<file path="config.mk">
export PLATFORM = sky130hd
export DESIGN_NAME = acc_dispatcher
export DESIGN_NICKNAME = d
export VERILOG_FILES = /design/src/acc_disp_pkg.sv /design/src/acc_disp_ctrl.sv /design/src/acc_dispatcher.sv /design/src/acc_insn_queue.sv /design/src/acc_mem_tracker.sv /design/src/acc_req_reg.sv /design/src/acc_spec_tracker.sv
export SDC_FILE = /design/constraint.sdc
export NUM_CORES = 1
export LEC_CHECK = 0
export CORE_MARGIN = 4
export CORE_UTILIZATION = 60
export DETAILED_ROUTE_END_ITERATION = 7
export DONT_BUFFER_PORTS = 1
export PLACE_DENSITY = 0.85
export SYNTH_ARGS = -nofsm -noshare
export SYNTH_HDL_FRONTEND = slang
export SYNTH_SLANG_ARGS = --single-unit
</file>
<file path="constraint.sdc">
create_clock -name clk_i -period 40.4 [get_ports clk_i]
set_input_delay 8.08 -clock clk_i [delete_from_list [all_inputs] [get_ports clk_i]]
set_output_delay 8.08 -clock clk_i [all_outputs]
set_load 0.01 [all_outputs]
</file>
<file path="src/acc_disp_pkg.sv">
// Accelerator dispatcher definitions
package acc_disp_pkg;

  // Scoreboard transaction ids
  localparam int unsigned TRANS_ID_W    = 3;
  localparam int unsigned NR_SB_ENTRIES = 2 ** TRANS_ID_W;

  // Datapath widths
  localparam int unsigned XLEN   = 64;
  localparam int unsigned INSN_W = 32;
  localparam int unsigned FRM_W  = 3;

  // Function-unit codes as seen at issue and commit
  localparam int unsigned    FU_W     = 2;
  localparam logic [FU_W-1:0] FU_NONE  = 2'd0;
  localparam logic [FU_W-1:0] FU_LOAD  = 2'd1;
  localparam logic [FU_W-1:0] FU_STORE = 2'd2;
  localparam logic [FU_W-1:0] FU_ACCEL = 2'd3;

  // Accelerator operation classes, used for memory tracking
  localparam int unsigned     OP_W         = 2;
  localparam logic [OP_W-1:0] ACC_OP_OTHER = 2'd0;
  localparam logic [OP_W-1:0] ACC_OP_LOAD  = 2'd1;
  localparam logic [OP_W-1:0] ACC_OP_STORE = 2'd2;

  // Instruction queue
  localparam int unsigned INSN_QUEUE_DEPTH = 3;
  localparam int unsigned QUEUE_CNT_W      = 2;

  // Load and store counters
  localparam int unsigned MEM_CNT_W = 3;

  // Commit window
  localparam int unsigned NR_COMMIT_PORTS = 2;

endpackage

</file>
<file path="src/acc_disp_ctrl.sv">
// Dispatcher control
`timescale 1ns/1ps

module acc_disp_ctrl import acc_disp_pkg::*; (
  input  logic                                      clk_i,
  input  logic                                      arst_n_i,
  input  logic                                      issue_hs_i,
  input  logic                                      issue_ex_valid_i,
  input  logic [FU_W-1:0]                           issue_fu_i,
  input  logic                                      flush_unissued_i,
  input  logic                                      acc_cons_en_i,
  input  logic [QUEUE_CNT_W-1:0]                    queue_usage_i,
  input  logic                                      no_ld_pending_i,
  input  logic                                      no_st_pending_i,
  input  logic [NR_COMMIT_PORTS-1:0]                commit_ex_valid_i,
  input  logic [NR_COMMIT_PORTS-1:0][FU_W-1:0]      commit_fu_i,
  input  logic [NR_COMMIT_PORTS-1:0][TRANS_ID_W-1:0] commit_trans_id_i,
  input  logic [NR_COMMIT_PORTS-1:0]                commit_ack_i,
  input  logic                                      commit_st_barrier_i,
  input  logic                                      acc_store_pending_i,
  output logic                                      acc_valid_d_o,
  output logic                                      acc_valid_ex_o,
  output logic                                      issue_stall_o,
  output logic                                      commit_o,
  output logic [TRANS_ID_W-1:0]                     commit_trans_id_o,
  output logic                                      ctrl_halt_o,
  output logic                                      dirty_v_state_o
);

  logic acc_valid_q;
  logic wait_st_q;

  // Accelerator instruction accepted by issue and not killed
  assign acc_valid_d_o = issue_hs_i && !issue_ex_valid_i &&
                         (issue_fu_i == FU_ACCEL) && !flush_unissued_i;
  assign acc_valid_ex_o = acc_valid_q;

  // Operands follow one cycle later
  always_ff @(posedge clk_i or negedge arst_n_i) begin
    if (!arst_n_i) begin
      acc_valid_q <= 1'b0;
    end else begin
      acc_valid_q <= acc_valid_d_o;
    end
  end

  // Issue stall
  always_comb begin
    case (issue_fu_i)
      // Queue must keep one slot for the instruction already in flight
      FU_ACCEL: issue_stall_o = queue_usage_i >= QUEUE_CNT_W'(INSN_QUEUE_DEPTH - 1);
      // Scalar load behind an accelerator store
      FU_LOAD:  issue_stall_o = acc_cons_en_i && !no_st_pending_i;
      // Scalar store behind any accelerator memory access
      FU_STORE: issue_stall_o = acc_cons_en_i && (!no_st_pending_i || !no_ld_pending_i);
      default:  issue_stall_o = 1'b0;
    endcase
  end

  // First unexecuted entry at the commit head is non-speculative
  assign commit_o = (!commit_ex_valid_i[0] && (commit_fu_i[0] == FU_ACCEL)) ||
                    (commit_ex_valid_i[0] && !commit_ex_valid_i[1] &&
                     (commit_fu_i[1] == FU_ACCEL));
  assign commit_trans_id_o = commit_ex_valid_i[0] ? commit_trans_id_i[1]
                                                  : commit_trans_id_i[0];

  // Any acknowledged accelerator commit touches vector state
  always_comb begin
    dirty_v_state_o = 1'b0;
    for (int p = 0; p < NR_COMMIT_PORTS; p++) begin
      dirty_v_state_o |= commit_ack_i[p] && (commit_fu_i[p] == FU_ACCEL);
    end
  end

  // Store barrier: halt until the accelerator drains its stores
  always_ff @(posedge clk_i or negedge arst_n_i) begin
    if (!arst_n_i) begin
      wait_st_q <= 1'b0;
    end else begin
      wait_st_q <= (wait_st_q || commit_st_barrier_i) && acc_store_pending_i;
    end
  end

  assign ctrl_halt_o = wait_st_q;

endmodule

</file>
<file path="src/acc_dispatcher.sv">
// Accelerator dispatcher top level
`timescale 1ns/1ps

module acc_dispatcher import acc_disp_pkg::*; (
  input  logic                                       clk_i,
  input  logic                                       arst_n_i,
  input  logic                                       acc_cons_en_i,
  input  logic [FRM_W-1:0]                           fcsr_frm_i,
  input  logic                                       issue_hs_i,
  input  logic                                       issue_ex_valid_i,
  input  logic [FU_W-1:0]                            issue_fu_i,
  input  logic [OP_W-1:0]                            issue_op_i,
  input  logic [INSN_W-1:0]                          issue_insn_i,
  input  logic [XLEN-1:0]                            issue_rs1_i,
  input  logic [XLEN-1:0]                            issue_rs2_i,
  input  logic [TRANS_ID_W-1:0]                      issue_trans_id_i,
  input  logic                                       flush_unissued_i,
  input  logic                                       flush_ex_i,
  input  logic [NR_COMMIT_PORTS-1:0]                 commit_ex_valid_i,
  input  logic [NR_COMMIT_PORTS-1:0][FU_W-1:0]       commit_fu_i,
  input  logic [NR_COMMIT_PORTS-1:0][TRANS_ID_W-1:0] commit_trans_id_i,
  input  logic [NR_COMMIT_PORTS-1:0]                 commit_ack_i,
  input  logic                                       commit_st_barrier_i,
  input  logic                                       acc_no_st_pending_i,
  input  logic                                       acc_req_ready_i,
  input  logic                                       acc_load_complete_i,
  input  logic                                       acc_store_complete_i,
  input  logic                                       acc_store_pending_i,
  output logic                                       issue_stall_o,
  output logic                                       acc_valid_ex_o,
  output logic                                       ctrl_halt_o,
  output logic                                       dirty_v_state_o,
  output logic                                       acc_req_valid_o,
  output logic [INSN_W-1:0]                          acc_req_insn_o,
  output logic [XLEN-1:0]                            acc_req_rs1_o,
  output logic [XLEN-1:0]                            acc_req_rs2_o,
  output logic [FRM_W-1:0]                           acc_req_frm_o,
  output logic [TRANS_ID_W-1:0]                      acc_req_trans_id_o,
  output logic                                       acc_req_store_pending_o
);

  logic                   acc_valid_d;
  logic [OP_W-1:0]        op_q;
  logic [QUEUE_CNT_W-1:0] q_usage;
  logic                   q_empty;
  logic [INSN_W-1:0]      q_insn;
  logic [XLEN-1:0]        q_rs1;
  logic [XLEN-1:0]        q_rs2;
  logic [TRANS_ID_W-1:0]  q_tid;
  logic [OP_W-1:0]        q_op;
  logic                   no_ld_pending;
  logic                   no_st_pending;
  logic                   commit;
  logic [TRANS_ID_W-1:0]  commit_tid;
  logic                   head_ready;
  logic                   req_ready;
  logic                   disp;

  // Operation class travels with the operands, one cycle after issue
  always_ff @(posedge clk_i) begin
    if (acc_valid_d) begin
      op_q <= issue_op_i;
    end
  end

  // Non-speculative head moves on when the request register has room
  assign disp = !q_empty && head_ready && req_ready;

  assign acc_req_store_pending_o = acc_cons_en_i && !acc_no_st_pending_i;

  acc_disp_ctrl u_acc_disp_ctrl (
    .clk_i               (clk_i),
    .arst_n_i            (arst_n_i),
    .issue_hs_i          (issue_hs_i),
    .issue_ex_valid_i    (issue_ex_valid_i),
    .issue_fu_i          (issue_fu_i),
    .flush_unissued_i    (flush_unissued_i),
    .acc_cons_en_i       (acc_cons_en_i),
    .queue_usage_i       (q_usage),
    .no_ld_pending_i     (no_ld_pending),
    .no_st_pending_i     (no_st_pending),
    .commit_ex_valid_i   (commit_ex_valid_i),
    .commit_fu_i         (commit_fu_i),
    .commit_trans_id_i   (commit_trans_id_i),
    .commit_ack_i        (commit_ack_i),
    .commit_st_barrier_i (commit_st_barrier_i),
    .acc_store_pending_i (acc_store_pending_i),
    .acc_valid_d_o       (acc_valid_d),
    .acc_valid_ex_o      (acc_valid_ex_o),
    .issue_stall_o       (issue_stall_o),
    .commit_o            (commit),
    .commit_trans_id_o   (commit_tid),
    .ctrl_halt_o         (ctrl_halt_o),
    .dirty_v_state_o     (dirty_v_state_o)
  );

  acc_insn_queue u_acc_insn_queue (
    .clk_i      (clk_i),
    .arst_n_i   (arst_n_i),
    .flush_i    (flush_ex_i),
    .push_i     (acc_valid_ex_o),
    .insn_i     (issue_insn_i),
    .rs1_i      (issue_rs1_i),
    .rs2_i      (issue_rs2_i),
    .trans_id_i (issue_trans_id_i),
    .op_i       (op_q),
    .pop_i      (disp),
    .insn_o     (q_insn),
    .rs1_o      (q_rs1),
    .rs2_o      (q_rs2),
    .trans_id_o (q_tid),
    .op_o       (q_op),
    .empty_o    (q_empty),
    .usage_o    (q_usage)
  );

  acc_spec_tracker u_acc_spec_tracker (
    .clk_i             (clk_i),
    .arst_n_i          (arst_n_i),
    .flush_i           (flush_ex_i),
    .recv_i            (acc_valid_ex_o),
    .recv_trans_id_i   (issue_trans_id_i),
    .commit_i          (commit),
    .commit_trans_id_i (commit_tid),
    .disp_i            (disp),
    .disp_trans_id_i   (q_tid),
    .head_trans_id_i   (q_tid),
    .head_ready_o      (head_ready)
  );

  // Rounding mode is sampled when the request leaves the queue
  acc_req_reg u_acc_req_reg (
    .clk_i              (clk_i),
    .arst_n_i           (arst_n_i),
    .valid_i            (disp),
    .insn_i             (q_insn),
    .rs1_i              (q_rs1),
    .rs2_i              (q_rs2),
    .frm_i              (fcsr_frm_i),
    .trans_id_i         (q_tid),
    .acc_req_ready_i    (acc_req_ready_i),
    .ready_o            (req_ready),
    .acc_req_valid_o    (acc_req_valid_o),
    .acc_req_insn_o     (acc_req_insn_o),
    .acc_req_rs1_o      (acc_req_rs1_o),
    .acc_req_rs2_o      (acc_req_rs2_o),
    .acc_req_frm_o      (acc_req_frm_o),
    .acc_req_trans_id_o (acc_req_trans_id_o)
  );

  acc_mem_tracker u_acc_mem_tracker (
    .clk_i            (clk_i),
    .arst_n_i         (arst_n_i),
    .flush_i          (flush_ex_i),
    .issue_valid_i    (acc_valid_d),
    .issue_op_i       (issue_op_i),
    .disp_i           (disp),
    .disp_op_i        (q_op),
    .load_complete_i  (acc_load_complete_i),
    .store_complete_i (acc_store_complete_i),
    .no_ld_pending_o  (no_ld_pending),
    .no_st_pending_o  (no_st_pending)
  );

endmodule

</file>
<file path="src/acc_insn_queue.sv">
// Accelerator instruction queue
`timescale 1ns/1ps

module acc_insn_queue import acc_disp_pkg::*; (
  input  logic                   clk_i,
  input  logic                   arst_n_i,
  input  logic                   flush_i,
  input  logic                   push_i,
  input  logic [INSN_W-1:0]      insn_i,
  input  logic [XLEN-1:0]        rs1_i,
  input  logic [XLEN-1:0]        rs2_i,
  input  logic [TRANS_ID_W-1:0]  trans_id_i,
  input  logic [OP_W-1:0]        op_i,
  input  logic                   pop_i,
  output logic [INSN_W-1:0]      insn_o,
  output logic [XLEN-1:0]        rs1_o,
  output logic [XLEN-1:0]        rs2_o,
  output logic [TRANS_ID_W-1:0]  trans_id_o,
  output logic [OP_W-1:0]        op_o,
  output logic                   empty_o,
  output logic [QUEUE_CNT_W-1:0] usage_o
);

  // Entry storage
  logic [INSN_W-1:0]     insn_mem [INSN_QUEUE_DEPTH];
  logic [XLEN-1:0]       rs1_mem  [INSN_QUEUE_DEPTH];
  logic [XLEN-1:0]       rs2_mem  [INSN_QUEUE_DEPTH];
  logic [TRANS_ID_W-1:0] tid_mem  [INSN_QUEUE_DEPTH];
  logic [OP_W-1:0]       op_mem   [INSN_QUEUE_DEPTH];

  logic [QUEUE_CNT_W-1:0] rd_ptr_q;
  logic [QUEUE_CNT_W-1:0] wr_ptr_q;
  logic [QUEUE_CNT_W-1:0] cnt_q;
  logic                   full;
  logic                   bypass;
  logic                   do_push;
  logic                   do_pop;

  assign full    = cnt_q == QUEUE_CNT_W'(INSN_QUEUE_DEPTH);
  // Empty queue shows the incoming entry directly
  assign bypass  = (cnt_q == '0) && push_i;
  assign empty_o = (cnt_q == '0) && !push_i;
  assign usage_o = cnt_q;

  assign insn_o     = bypass ? insn_i     : insn_mem[rd_ptr_q];
  assign rs1_o      = bypass ? rs1_i      : rs1_mem[rd_ptr_q];
  assign rs2_o      = bypass ? rs2_i      : rs2_mem[rd_ptr_q];
  assign trans_id_o = bypass ? trans_id_i : tid_mem[rd_ptr_q];
  assign op_o       = bypass ? op_i       : op_mem[rd_ptr_q];

  // A bypassed entry popped in the same cycle is never stored
  assign do_push = push_i && !full && !(bypass && pop_i);
  assign do_pop  = pop_i && (cnt_q != '0);

  always_ff @(posedge clk_i or negedge arst_n_i) begin
    if (!arst_n_i) begin
      rd_ptr_q <= '0;
      wr_ptr_q <= '0;
      cnt_q    <= '0;
    end else if (flush_i) begin
      rd_ptr_q <= '0;
      wr_ptr_q <= '0;
      cnt_q    <= '0;
    end else begin
      // Pointers wrap at the last slot
      if (do_push) begin
        wr_ptr_q <= (wr_ptr_q == QUEUE_CNT_W'(INSN_QUEUE_DEPTH - 1)) ? '0 : wr_ptr_q + 1'b1;
      end
      if (do_pop) begin
        rd_ptr_q <= (rd_ptr_q == QUEUE_CNT_W'(INSN_QUEUE_DEPTH - 1)) ? '0 : rd_ptr_q + 1'b1;
      end
      if (do_push && !do_pop) begin
        cnt_q <= cnt_q + 1'b1;
      end else if (!do_push && do_pop) begin
        cnt_q <= cnt_q - 1'b1;
      end
    end
  end

  // Payload write
  always_ff @(posedge clk_i) begin
    if (do_push) begin
      insn_mem[wr_ptr_q] <= insn_i;
      rs1_mem[wr_ptr_q]  <= rs1_i;
      rs2_mem[wr_ptr_q]  <= rs2_i;
      tid_mem[wr_ptr_q]  <= trans_id_i;
      op_mem[wr_ptr_q]   <= op_i;
    end
  end

endmodule

</file>
<file path="src/acc_mem_tracker.sv">
// Accelerator load and store counters
`timescale 1ns/1ps

module acc_mem_tracker import acc_disp_pkg::*; (
  input  logic            clk_i,
  input  logic            arst_n_i,
  input  logic            flush_i,
  input  logic            issue_valid_i,
  input  logic [OP_W-1:0] issue_op_i,
  input  logic            disp_i,
  input  logic [OP_W-1:0] disp_op_i,
  input  logic            load_complete_i,
  input  logic            store_complete_i,
  output logic            no_ld_pending_o,
  output logic            no_st_pending_o
);

  // Index 0 tracks loads, index 1 tracks stores
  logic [MEM_CNT_W-1:0] spec_cnt_q [2];
  logic [MEM_CNT_W-1:0] disp_cnt_q [2];
  logic [1:0]           issue_hit;
  logic [1:0]           disp_hit;
  logic [1:0]           done;

  assign issue_hit[0] = issue_valid_i && (issue_op_i == ACC_OP_LOAD);
  assign issue_hit[1] = issue_valid_i && (issue_op_i == ACC_OP_STORE);
  assign disp_hit[0]  = disp_i && (disp_op_i == ACC_OP_LOAD);
  assign disp_hit[1]  = disp_i && (disp_op_i == ACC_OP_STORE);
  assign done[0]      = load_complete_i;
  assign done[1]      = store_complete_i;

  always_ff @(posedge clk_i or negedge arst_n_i) begin
    if (!arst_n_i) begin
      spec_cnt_q <= '{default: '0};
      disp_cnt_q <= '{default: '0};
    end else begin
      for (int k = 0; k < 2; k++) begin
        // Speculative accesses can still be flushed
        if (flush_i) begin
          spec_cnt_q[k] <= '0;
        end else if (issue_hit[k] && !disp_hit[k]) begin
          spec_cnt_q[k] <= spec_cnt_q[k] + 1'b1;
        end else if (!issue_hit[k] && disp_hit[k]) begin
          spec_cnt_q[k] <= spec_cnt_q[k] - 1'b1;
        end
        // Dispatched ones wait for the accelerator to complete
        if (disp_hit[k] && !done[k]) begin
          disp_cnt_q[k] <= disp_cnt_q[k] + 1'b1;
        end else if (!disp_hit[k] && done[k]) begin
          disp_cnt_q[k] <= disp_cnt_q[k] - 1'b1;
        end
      end
    end
  end

  assign no_ld_pending_o = (spec_cnt_q[0] == '0) && (disp_cnt_q[0] == '0);
  assign no_st_pending_o = (spec_cnt_q[1] == '0) && (disp_cnt_q[1] == '0);

endmodule

</file>
<file path="src/acc_req_reg.sv">
// Accelerator request register
`timescale 1ns/1ps

module acc_req_reg import acc_disp_pkg::*; (
  input  logic                  clk_i,
  input  logic                  arst_n_i,
  input  logic                  valid_i,
  input  logic [INSN_W-1:0]     insn_i,
  input  logic [XLEN-1:0]       rs1_i,
  input  logic [XLEN-1:0]       rs2_i,
  input  logic [FRM_W-1:0]      frm_i,
  input  logic [TRANS_ID_W-1:0] trans_id_i,
  input  logic                  acc_req_ready_i,
  output logic                  ready_o,
  output logic                  acc_req_valid_o,
  output logic [INSN_W-1:0]     acc_req_insn_o,
  output logic [XLEN-1:0]       acc_req_rs1_o,
  output logic [XLEN-1:0]       acc_req_rs2_o,
  output logic [FRM_W-1:0]      acc_req_frm_o,
  output logic [TRANS_ID_W-1:0] acc_req_trans_id_o
);

  logic                  full_q;
  logic                  capture;
  logic [INSN_W-1:0]     insn_q;
  logic [XLEN-1:0]       rs1_q;
  logic [XLEN-1:0]       rs2_q;
  logic [FRM_W-1:0]      frm_q;
  logic [TRANS_ID_W-1:0] tid_q;

  // Hold a request the accelerator did not take
  assign capture = !full_q && valid_i && !acc_req_ready_i;
  assign ready_o = !full_q;

  // Empty register passes the request straight through
  assign acc_req_valid_o    = full_q || valid_i;
  assign acc_req_insn_o     = full_q ? insn_q : insn_i;
  assign acc_req_rs1_o      = full_q ? rs1_q  : rs1_i;
  assign acc_req_rs2_o      = full_q ? rs2_q  : rs2_i;
  assign acc_req_frm_o      = full_q ? frm_q  : frm_i;
  assign acc_req_trans_id_o = full_q ? tid_q  : trans_id_i;

  always_ff @(posedge clk_i or negedge arst_n_i) begin
    if (!arst_n_i) begin
      full_q <= 1'b0;
    end else if (full_q) begin
      // Drains on the transfer edge
      full_q <= !acc_req_ready_i;
    end else begin
      full_q <= capture;
    end
  end

  always_ff @(posedge clk_i) begin
    if (capture) begin
      insn_q <= insn_i;
      rs1_q  <= rs1_i;
      rs2_q  <= rs2_i;
      frm_q  <= frm_i;
      tid_q  <= trans_id_i;
    end
  end

endmodule

</file>
<file path="src/acc_spec_tracker.sv">
// Speculation tracker
`timescale 1ns/1ps

module acc_spec_tracker import acc_disp_pkg::*; (
  input  logic                  clk_i,
  input  logic                  arst_n_i,
  input  logic                  flush_i,
  input  logic                  recv_i,
  input  logic [TRANS_ID_W-1:0] recv_trans_id_i,
  input  logic                  commit_i,
  input  logic [TRANS_ID_W-1:0] commit_trans_id_i,
  input  logic                  disp_i,
  input  logic [TRANS_ID_W-1:0] disp_trans_id_i,
  input  logic [TRANS_ID_W-1:0] head_trans_id_i,
  output logic                  head_ready_o
);

  // Pending: received, still speculative. Ready: reached the commit head
  logic [NR_SB_ENTRIES-1:0] pending_q;
  logic [NR_SB_ENTRIES-1:0] pending_d;
  logic [NR_SB_ENTRIES-1:0] ready_q;
  logic [NR_SB_ENTRIES-1:0] ready_d;
  logic                     commit_hit;

  // Only ids we actually received count as committed here
  assign commit_hit = commit_i && pending_q[commit_trans_id_i];

  // Commit in this very cycle already lets the head go
  assign head_ready_o = ready_q[head_trans_id_i] || commit_hit;

  always_comb begin
    pending_d = pending_q;
    ready_d   = ready_q;
    if (recv_i) begin
      pending_d[recv_trans_id_i] = 1'b1;
    end
    if (flush_i) begin
      pending_d = '0;
    end
    // Move from pending to ready
    if (commit_hit) begin
      pending_d[commit_trans_id_i] = 1'b0;
      ready_d[commit_trans_id_i]   = 1'b1;
    end
    if (disp_i) begin
      ready_d[disp_trans_id_i] = 1'b0;
    end
  end

  always_ff @(posedge clk_i or negedge arst_n_i) begin
    if (!arst_n_i) begin
      pending_q <= '0;
      ready_q   <= '0;
    end else begin
      pending_q <= pending_d;
      ready_q   <= ready_d;
    end
  end

endmodule

</file>
======== Word-level counts from Yosys, hierarchy flattened ========
Memories as Yosys holds them, arrays and structs flattened.
Index checks and enable logic that the tools add are counted.
Widths: inputs -> output; s select.
cells by class
  add/sub/neg operators ................... 12
  magnitude comparators ................... 7
  equality and inequality tests ........... 12
  multiplexer cells ....................... 49
  bitwise operators ....................... 7
  reductions and logical operators ........ 81
operators with widths
  operator             count
  $mux 64              4
  $mux 32              2
  $logic_and 1x1->1    42
  $mux 3               14
  $mux 8               5
  $logic_not 1->1      21
  $mux 2               10
  $eq 2x2->1 const B   9
  $and 8x8->8          2
  $not 8->8            2
  $or 8x8->8           2
  $add 3x1->3 const B  4
  $logic_not 3->1      4
  $lt 3x4->1 const B   3
  $sub 3x1->3 const B  4
  $reduce_bool 2->1    5
  $demux 1 s3          3
  $ge 3x1->1 const B   3
  $reduce_bool 3->1    3
  $mux 1               8
  $add 2x1->2 const B  3
  $bmux 1 s3           2
  $eq 2x1->1 const B   3
  $logic_or 1x1->1     5
  5 further kinds      5
storage, ports and cells
  register bits after elaboration ......... 205
  bits in writable memories ............... 495
  input port bits ......................... 197
  output and inout port bits .............. 172
  logic and storage cells ................. 191
  memories ................................ 5
memory list
  name                       depth  width  read ports  clocked after memory_dff  write ports  RTL line              source
  u_acc_insn_queue.rs1_mem   3      64     1           0                         1            acc_insn_queue.sv:26  logic [XLEN-1:0] rs1_mem [INSN_QUEUE_DEPTH];
  u_acc_insn_queue.rs2_mem   3      64     1           0                         1            acc_insn_queue.sv:27  logic [XLEN-1:0] rs2_mem [INSN_QUEUE_DEPTH];
  u_acc_insn_queue.insn_mem  3      32     1           0                         1            acc_insn_queue.sv:25  logic [INSN_W-1:0] insn_mem [INSN_QUEUE_DEPTH];
  u_acc_insn_queue.tid_mem   3      3      1           0                         1            acc_insn_queue.sv:28  logic [TRANS_ID_W-1:0] tid_mem [INSN_QUEUE_DEPTH];
  u_acc_insn_queue.op_mem    3      2      1           0                         1            acc_insn_queue.sv:29  logic [OP_W-1:0] op_mem [INSN_QUEUE_DEPTH];

======== Depth between registers and ports, before layout ========
  depth after elaboration ................. 16
  mapped depth ............................ 16

======== Modules after synthesis ========
Synthesis repeated with hierarchy kept, for this count alone.
second synthesis, totals
  cell total of the unflattened synthesis .. 1,827
  area total of the unflattened synthesis .. 30,282.8 sq um
by module, submodules not included
  module            instances  cells each  area each (sq um)  seq. area each (sq um)
  acc_insn_queue    1          1,266       20,748.6           15,014.4
  acc_req_reg       1          356         7,437.1            5,009.8
  acc_spec_tracker  1          103         1,024.7            400.4
  acc_mem_tracker   1          75          789.5              300.3
  acc_disp_ctrl     1          23          207.7              50.0
  acc_dispatcher    1          4           75.1               60.1

======== Least setup slack after synthesis ========
No wires, ideal clock.
  kind .................................... in2reg
  start ................................... in commit_ex_valid_i[0]
  end ..................................... reg u_acc_insn_queue.wr_ptr_q[1]
  setup time .............................. 120 ps
  arrival ................................. 22,574 ps
  required time ........................... 40,280 ps
  path slack .............................. 17,706 ps
  stages .................................. 10
  cell sequence ........................... clkbuf_1 or3b_2 a21oi_1 nor4_1 o21ai_1 o41a_1 buf_6 o41ai_4 nor3b_1 o21a_1
between the ends
  cells in the longest elaborated chain, start to end .. 11
  elaborated cells between the ends (all ways) .. 16
RTL lines
  element                                                                  RTL line                                     source
  start, declared                                                          acc_dispatcher.sv:19                         input logic [NR_COMMIT_PORTS-1:0] commit_ex_valid_i,
  $mux 3, or another cell as far along                                     acc_disp_ctrl.sv:64                          assign commit_trans_id_o = commit_ex_valid_i[0] ? commit_trans_id_i[1]
  $bmux 1 s3, or another cell as far along                                 acc_spec_tracker.sv:26                       assign commit_hit = commit_i && pending_q[commit_trans_id_i];
  $mux 1 (implied by the code) / $logic_or 1x1->1 (equally long branches)  acc_spec_tracker.sv:26, acc_disp_ctrl.sv:61
  $logic_and 1x1->1 (*)                                                    acc_spec_tracker.sv:26
  $logic_or 1x1->1 (*)                                                     acc_spec_tracker.sv:29                       assign head_ready_o = ready_q[head_trans_id_i] || commit_hit;
  $logic_and 1x1->1 (*) (2 in series)                                      acc_dispatcher.sv:67                         assign disp = !q_empty && head_ready && req_ready;
  $logic_and 1x1->1 (*)                                                    acc_insn_queue.sv:52                         assign do_push = push_i && !full && !(bypass && pop_i);
  $logic_not 1->1 (*)                                                      acc_insn_queue.sv:52
  $logic_and 1x1->1 (*)                                                    acc_insn_queue.sv:52
  $reduce_bool 2->1 (no line) (*)                                          -
  end signal, assigned                                                     acc_insn_queue.sv:67                         wr_ptr_q <= (wr_ptr_q == QUEUE_CNT_W'(INSN_QUEUE_DEPTH - 1)) ? '0 : wr_ptr_q + 1'b1;
  end, declared                                                            acc_insn_queue.sv:32                         logic [QUEUE_CNT_W-1:0] wr_ptr_q;
Every way passes the cells marked *; elsewhere a longest branch is shown, timed or not. The select of a mux whose other input is x is not followed.
A chain may end at the register's enable or synchronous reset.

======== Worst setup path after layout ========
  start ................................... in commit_ex_valid_i[0]
  end ..................................... out acc_req_valid_o
between the ends
  cells in the longest elaborated chain, start to end .. 8
  elaborated cells between the ends (all ways) .. 13
RTL lines
  element                                                                  RTL line                                     source
  $mux 3, or another cell as far along                                     acc_disp_ctrl.sv:64
  $bmux 1 s3, or another cell as far along                                 acc_spec_tracker.sv:26
  $mux 1 (implied by the code) / $logic_or 1x1->1 (equally long branches)  acc_spec_tracker.sv:26, acc_disp_ctrl.sv:61
  $logic_and 1x1->1 (*)                                                    acc_spec_tracker.sv:26
  $logic_or 1x1->1 (*)                                                     acc_spec_tracker.sv:29
  $logic_and 1x1->1 (*) (2 in series)                                      acc_dispatcher.sv:67
  $logic_or 1x1->1 (*)                                                     acc_req_reg.sv:36                            assign acc_req_valid_o = full_q || valid_i;
  end, declared                                                            acc_dispatcher.sv:33                         output logic acc_req_valid_o,
Marks and branches as above.

==> flow_summary.ini <==
[die]
fp.dieW_um = 228.7
num_rows = 80
fp.dieArea_um2 = 52290
core_area_um2 = 47950
ioPinCount = 369
die_h_um = 228.7
initial_core_util_pct = 60.93

[drt]
drt-total-wl_mm = 62.93
wl_per_cell_um = 23.59
vias_per_cell = 6.235
drc = 0
dr.pass1.iters = 7
num_vias = 16635
postRouteAntennaNets = 0
first_iter_violations = 1500

[yosys]
yosysUniqueCellTypes = 62
postSynthCellCount = 2021
syn_nets = 2227
synth_area_leaders = edfxtp_1 (68%), mux2_2 (6.7%), mux2i_1 (5.8%), dfrtp_1 (3.2%), o21ai_0 (3.0%)
netlist.area_leader.share_pct = 68.15
yosysSeqAreaShare_pct = 71.31
yosysTopAreaCell = edfxtp_1
synth_edf_count = 663
synthArstFlopShare_pct = 5.286
yosys_warnings = 0
synth_flop_cell = edfxtp_1
synth.cell_area_um2 = 29220
avgSynthCellArea_um2 = 14.46
synth-seq-cells = 700

[grt]
grt_use_total_pct = 23.54
grt_pass1_vias = 17052
gr-total-overflow = 0
grt_pass1_wl_mm = 97.74
grt_max_degree = 99
grt_antenna_before_repair = 0

[place]
placement.io_buffers = 0
gp_congestion = 0.9631
hpwl_mm = 37.56

[timing]
finalHoldViolCount = 0
worst_slew_pin_slew_ns = 1.047
fin_crit_sh_pct = 45.31
setup_tns_ns = 0
skew_ns = 0.02614
fmax_mhz = 54.63
setup-violations-final = 0
slew_headroom_pct = 30.17
rsz0062_at_grt = false
finalMaxSlewViolations = 0
min_period_ns = 18.30

[layout]
final_common_cell = edfxtp_1
fin_nets = 2206
layout_common_cells = edfxtp_1 (663), nor2_1 (180), nand2_1 (176), o21ai_0 (175), mux2_2 (174)
diodes = 0
drive_above_1_share_pct = 15.83
syn_to_final_growth_pct = 9.537

[status]
status = finished, final reports clean

[cts]
ctsLongestPathBuffers = 3
clk_pin_slew_ns = 0.06
h-tree-depth = 3
cts_root_buf = clkbuf_16
cts_setup_buffers = 0
cts.sinks = 700
cts_resized = 0
cts_buffers = 71
clk_latency_ns = 0.60
cts_tree = built
cts_hold_buffers = 0

[worst_setup_path]
path_max_fanout = 13
arrival_ns = 10.22
required_ns = 32.32
crit_type = in -> out
setup.worst_path.end_class = primary output
startpoint_type = input port

[power_and_ir_drop]
power_uw = 1483
power.leakage_uw = 0.01012
powerDensity_nw_per_um2 = 46.33
irDropWorstVdd_uv = 37.48

[flow_run]
drv_cap = 0

[worst_hold_path]
hold_class = reg -> reg
## path summary, 6_finish.rpt
| kind | start | cells after the start | endpoint | slack (ns) |
|---|---|---|---|---|
| max in group asynchronous | arst_n_i | 0 | u_acc_req_reg.full_q | 33.11 |
| max reg2reg | u_acc_disp_ctrl.acc_valid_ex_o | 10 | u_acc_insn_queue.rs2_mem[1][59] | 34.81 |
| min | u_acc_mem_tracker.disp_cnt_q[5] | 1 | u_acc_mem_tracker.disp_cnt_q[5] | 0.48 |
| min reg2reg | u_acc_mem_tracker.disp_cnt_q[5] | 1 | u_acc_mem_tracker.disp_cnt_q[5] | 0.48 |
| max | commit_ex_valid_i[0] | 6 | acc_req_valid_o | 22.10 |
| min in group asynchronous | arst_n_i | 0 | u_acc_mem_tracker.disp_cnt_q[2] | 7.18 |
## stage by stage
| stage | area (um2) | worst slack [ns] | hold slack (ns) | instances | utilization, % |
|---|---|---|---|---|---|
| floorplan | 29220 | 17.71 | 0.4434 | 2021 | - |
| global route | 32000 | 21.97 | 0.5044 | 2668 | 66.75 |
| finish | 32000 | 22.10 | 0.4753 | 2668 | 66.75 |
| CTS | 32000 | 22.17 | 0.4775 | 2668 | 66.75 |
| global placement | 29740 | 22.23 | 0.4620 | 2542 | 62.04 |
| detailed placement | 29740 | 22.16 | 0.4677 | 2542 | 62.04 |
## routing by layer
metal | vias up | wire (um) | global-route usage, %
met5 | - | 0 | 0
met4 | 0 | 1715 | 7.329
met3 | 125 | 5986 | 8.200
met2 | 705 | 31170 | 39.49
met1 | 8262 | 24060 | 29.04
li1 | 7543 | - | -
## sequential cells by signal (all words and copies together) (netlist names)
register / flops
u_acc_insn_queue.op_mem: 6
u_acc_req_reg.full_q: 1
u_acc_insn_queue.tid_mem: 9
u_acc_req_reg.rs2_q: 64
u_acc_insn_queue.usage_o: 2
u_acc_req_reg.insn_q: 32
u_acc_spec_tracker.pending_q: 8
u_acc_mem_tracker.spec_cnt_q: 6
u_acc_insn_queue.rs1_mem: 192
op_q: 2
u_acc_insn_queue.rd_ptr_q: 2
u_acc_disp_ctrl.acc_valid_ex_o: 1
u_acc_insn_queue.rs2_mem: 192
u_acc_disp_ctrl.ctrl_halt_o: 1
u_acc_req_reg.tid_q: 3
u_acc_req_reg.frm_q: 3
u_acc_spec_tracker.ready_q: 8
u_acc_req_reg.rs1_q: 64
u_acc_insn_queue.insn_mem: 96
u_acc_insn_queue.wr_ptr_q: 2
u_acc_mem_tracker.disp_cnt_q: 6
## worst max-delay path, cell delays in order
cell and delay (ns):
or3b_1 0.39, and2_1 0.21, o221a_2 0.29, o21ai_1 0.34, o41a_1 0.64, o21bai_1 0.27
## power by group
part	internal, uW	switching [uW]	leakage, uW	total [uW]
clock network	373	261	0.00111	635
logic	16.9	24.0	0.00256	40.9
registers	800	6.45	0.00645	807
## cells in the mapped netlist, types with 2 or more instances
| library cell | n |
|---|---|
| xor2_1 | 4 |
| or3b_2 | 2 |
| nor2_1 | 180 |
| nor3b_1 | 5 |
| o211ai_1 | 2 |
| nor2b_1 | 8 |
| buf_1 | 19 |
| ha_1 | 5 |
| o21ai_0 | 175 |
| mux2_2 | 174 |
| o211a_1 | 2 |
| nand3b_1 | 5 |
| or4_1 | 3 |
| o21a_1 | 5 |
| buf_2 | 5 |
| and3_1 | 6 |
| edfxtp_1 | 663 |
| xnor2_1 | 3 |
| and2_1 | 7 |
| o21ai_1 | 2 |
| inv_1 | 14 |
| dfrtp_1 | 37 |
| nand2_1 | 176 |
| nand3_1 | 11 |
| nor4_1 | 3 |
| o31ai_1 | 3 |
| clkbuf_1 | 94 |
| a31oi_1 | 12 |
| or3b_1 | 2 |
| nand2b_1 | 3 |
| buf_6 | 2 |
| a211oi_1 | 3 |
| fa_1 | 4 |
| nor2_8 | 2 |
| a21oi_1 | 170 |
| mux2i_1 | 169 |
| nor3_1 | 16 |
## cells by family (layout without fill, tap and decap cells)
family / Yosys count / after routing / share of synthesized area, %
buf+inv: 135 / 167 / 1.807
compound gates: 387 / 387 / 7.114
mux: 343 / 343 / 12.50
xor+xnor: 8 / 8 / 0.2869
flops: 700 / 700 / 71.31
fa+ha+maj: 9 / 9 / 0.4882
simple gates: 439 / 439 / 6.493
## area by class of cell
class	instances	area [um2]
Multi-Input combinational cell	1186	7878
Timing Repair Buffer	26	195.2
Clock buffer	90	1909
Tap cell	615	769.5
Sequential cell	700	20850
Inverter	15	56.30
Fill cell	3123	15940
Clock inverter	36	347.8
(Power assumes the default switching activity.)
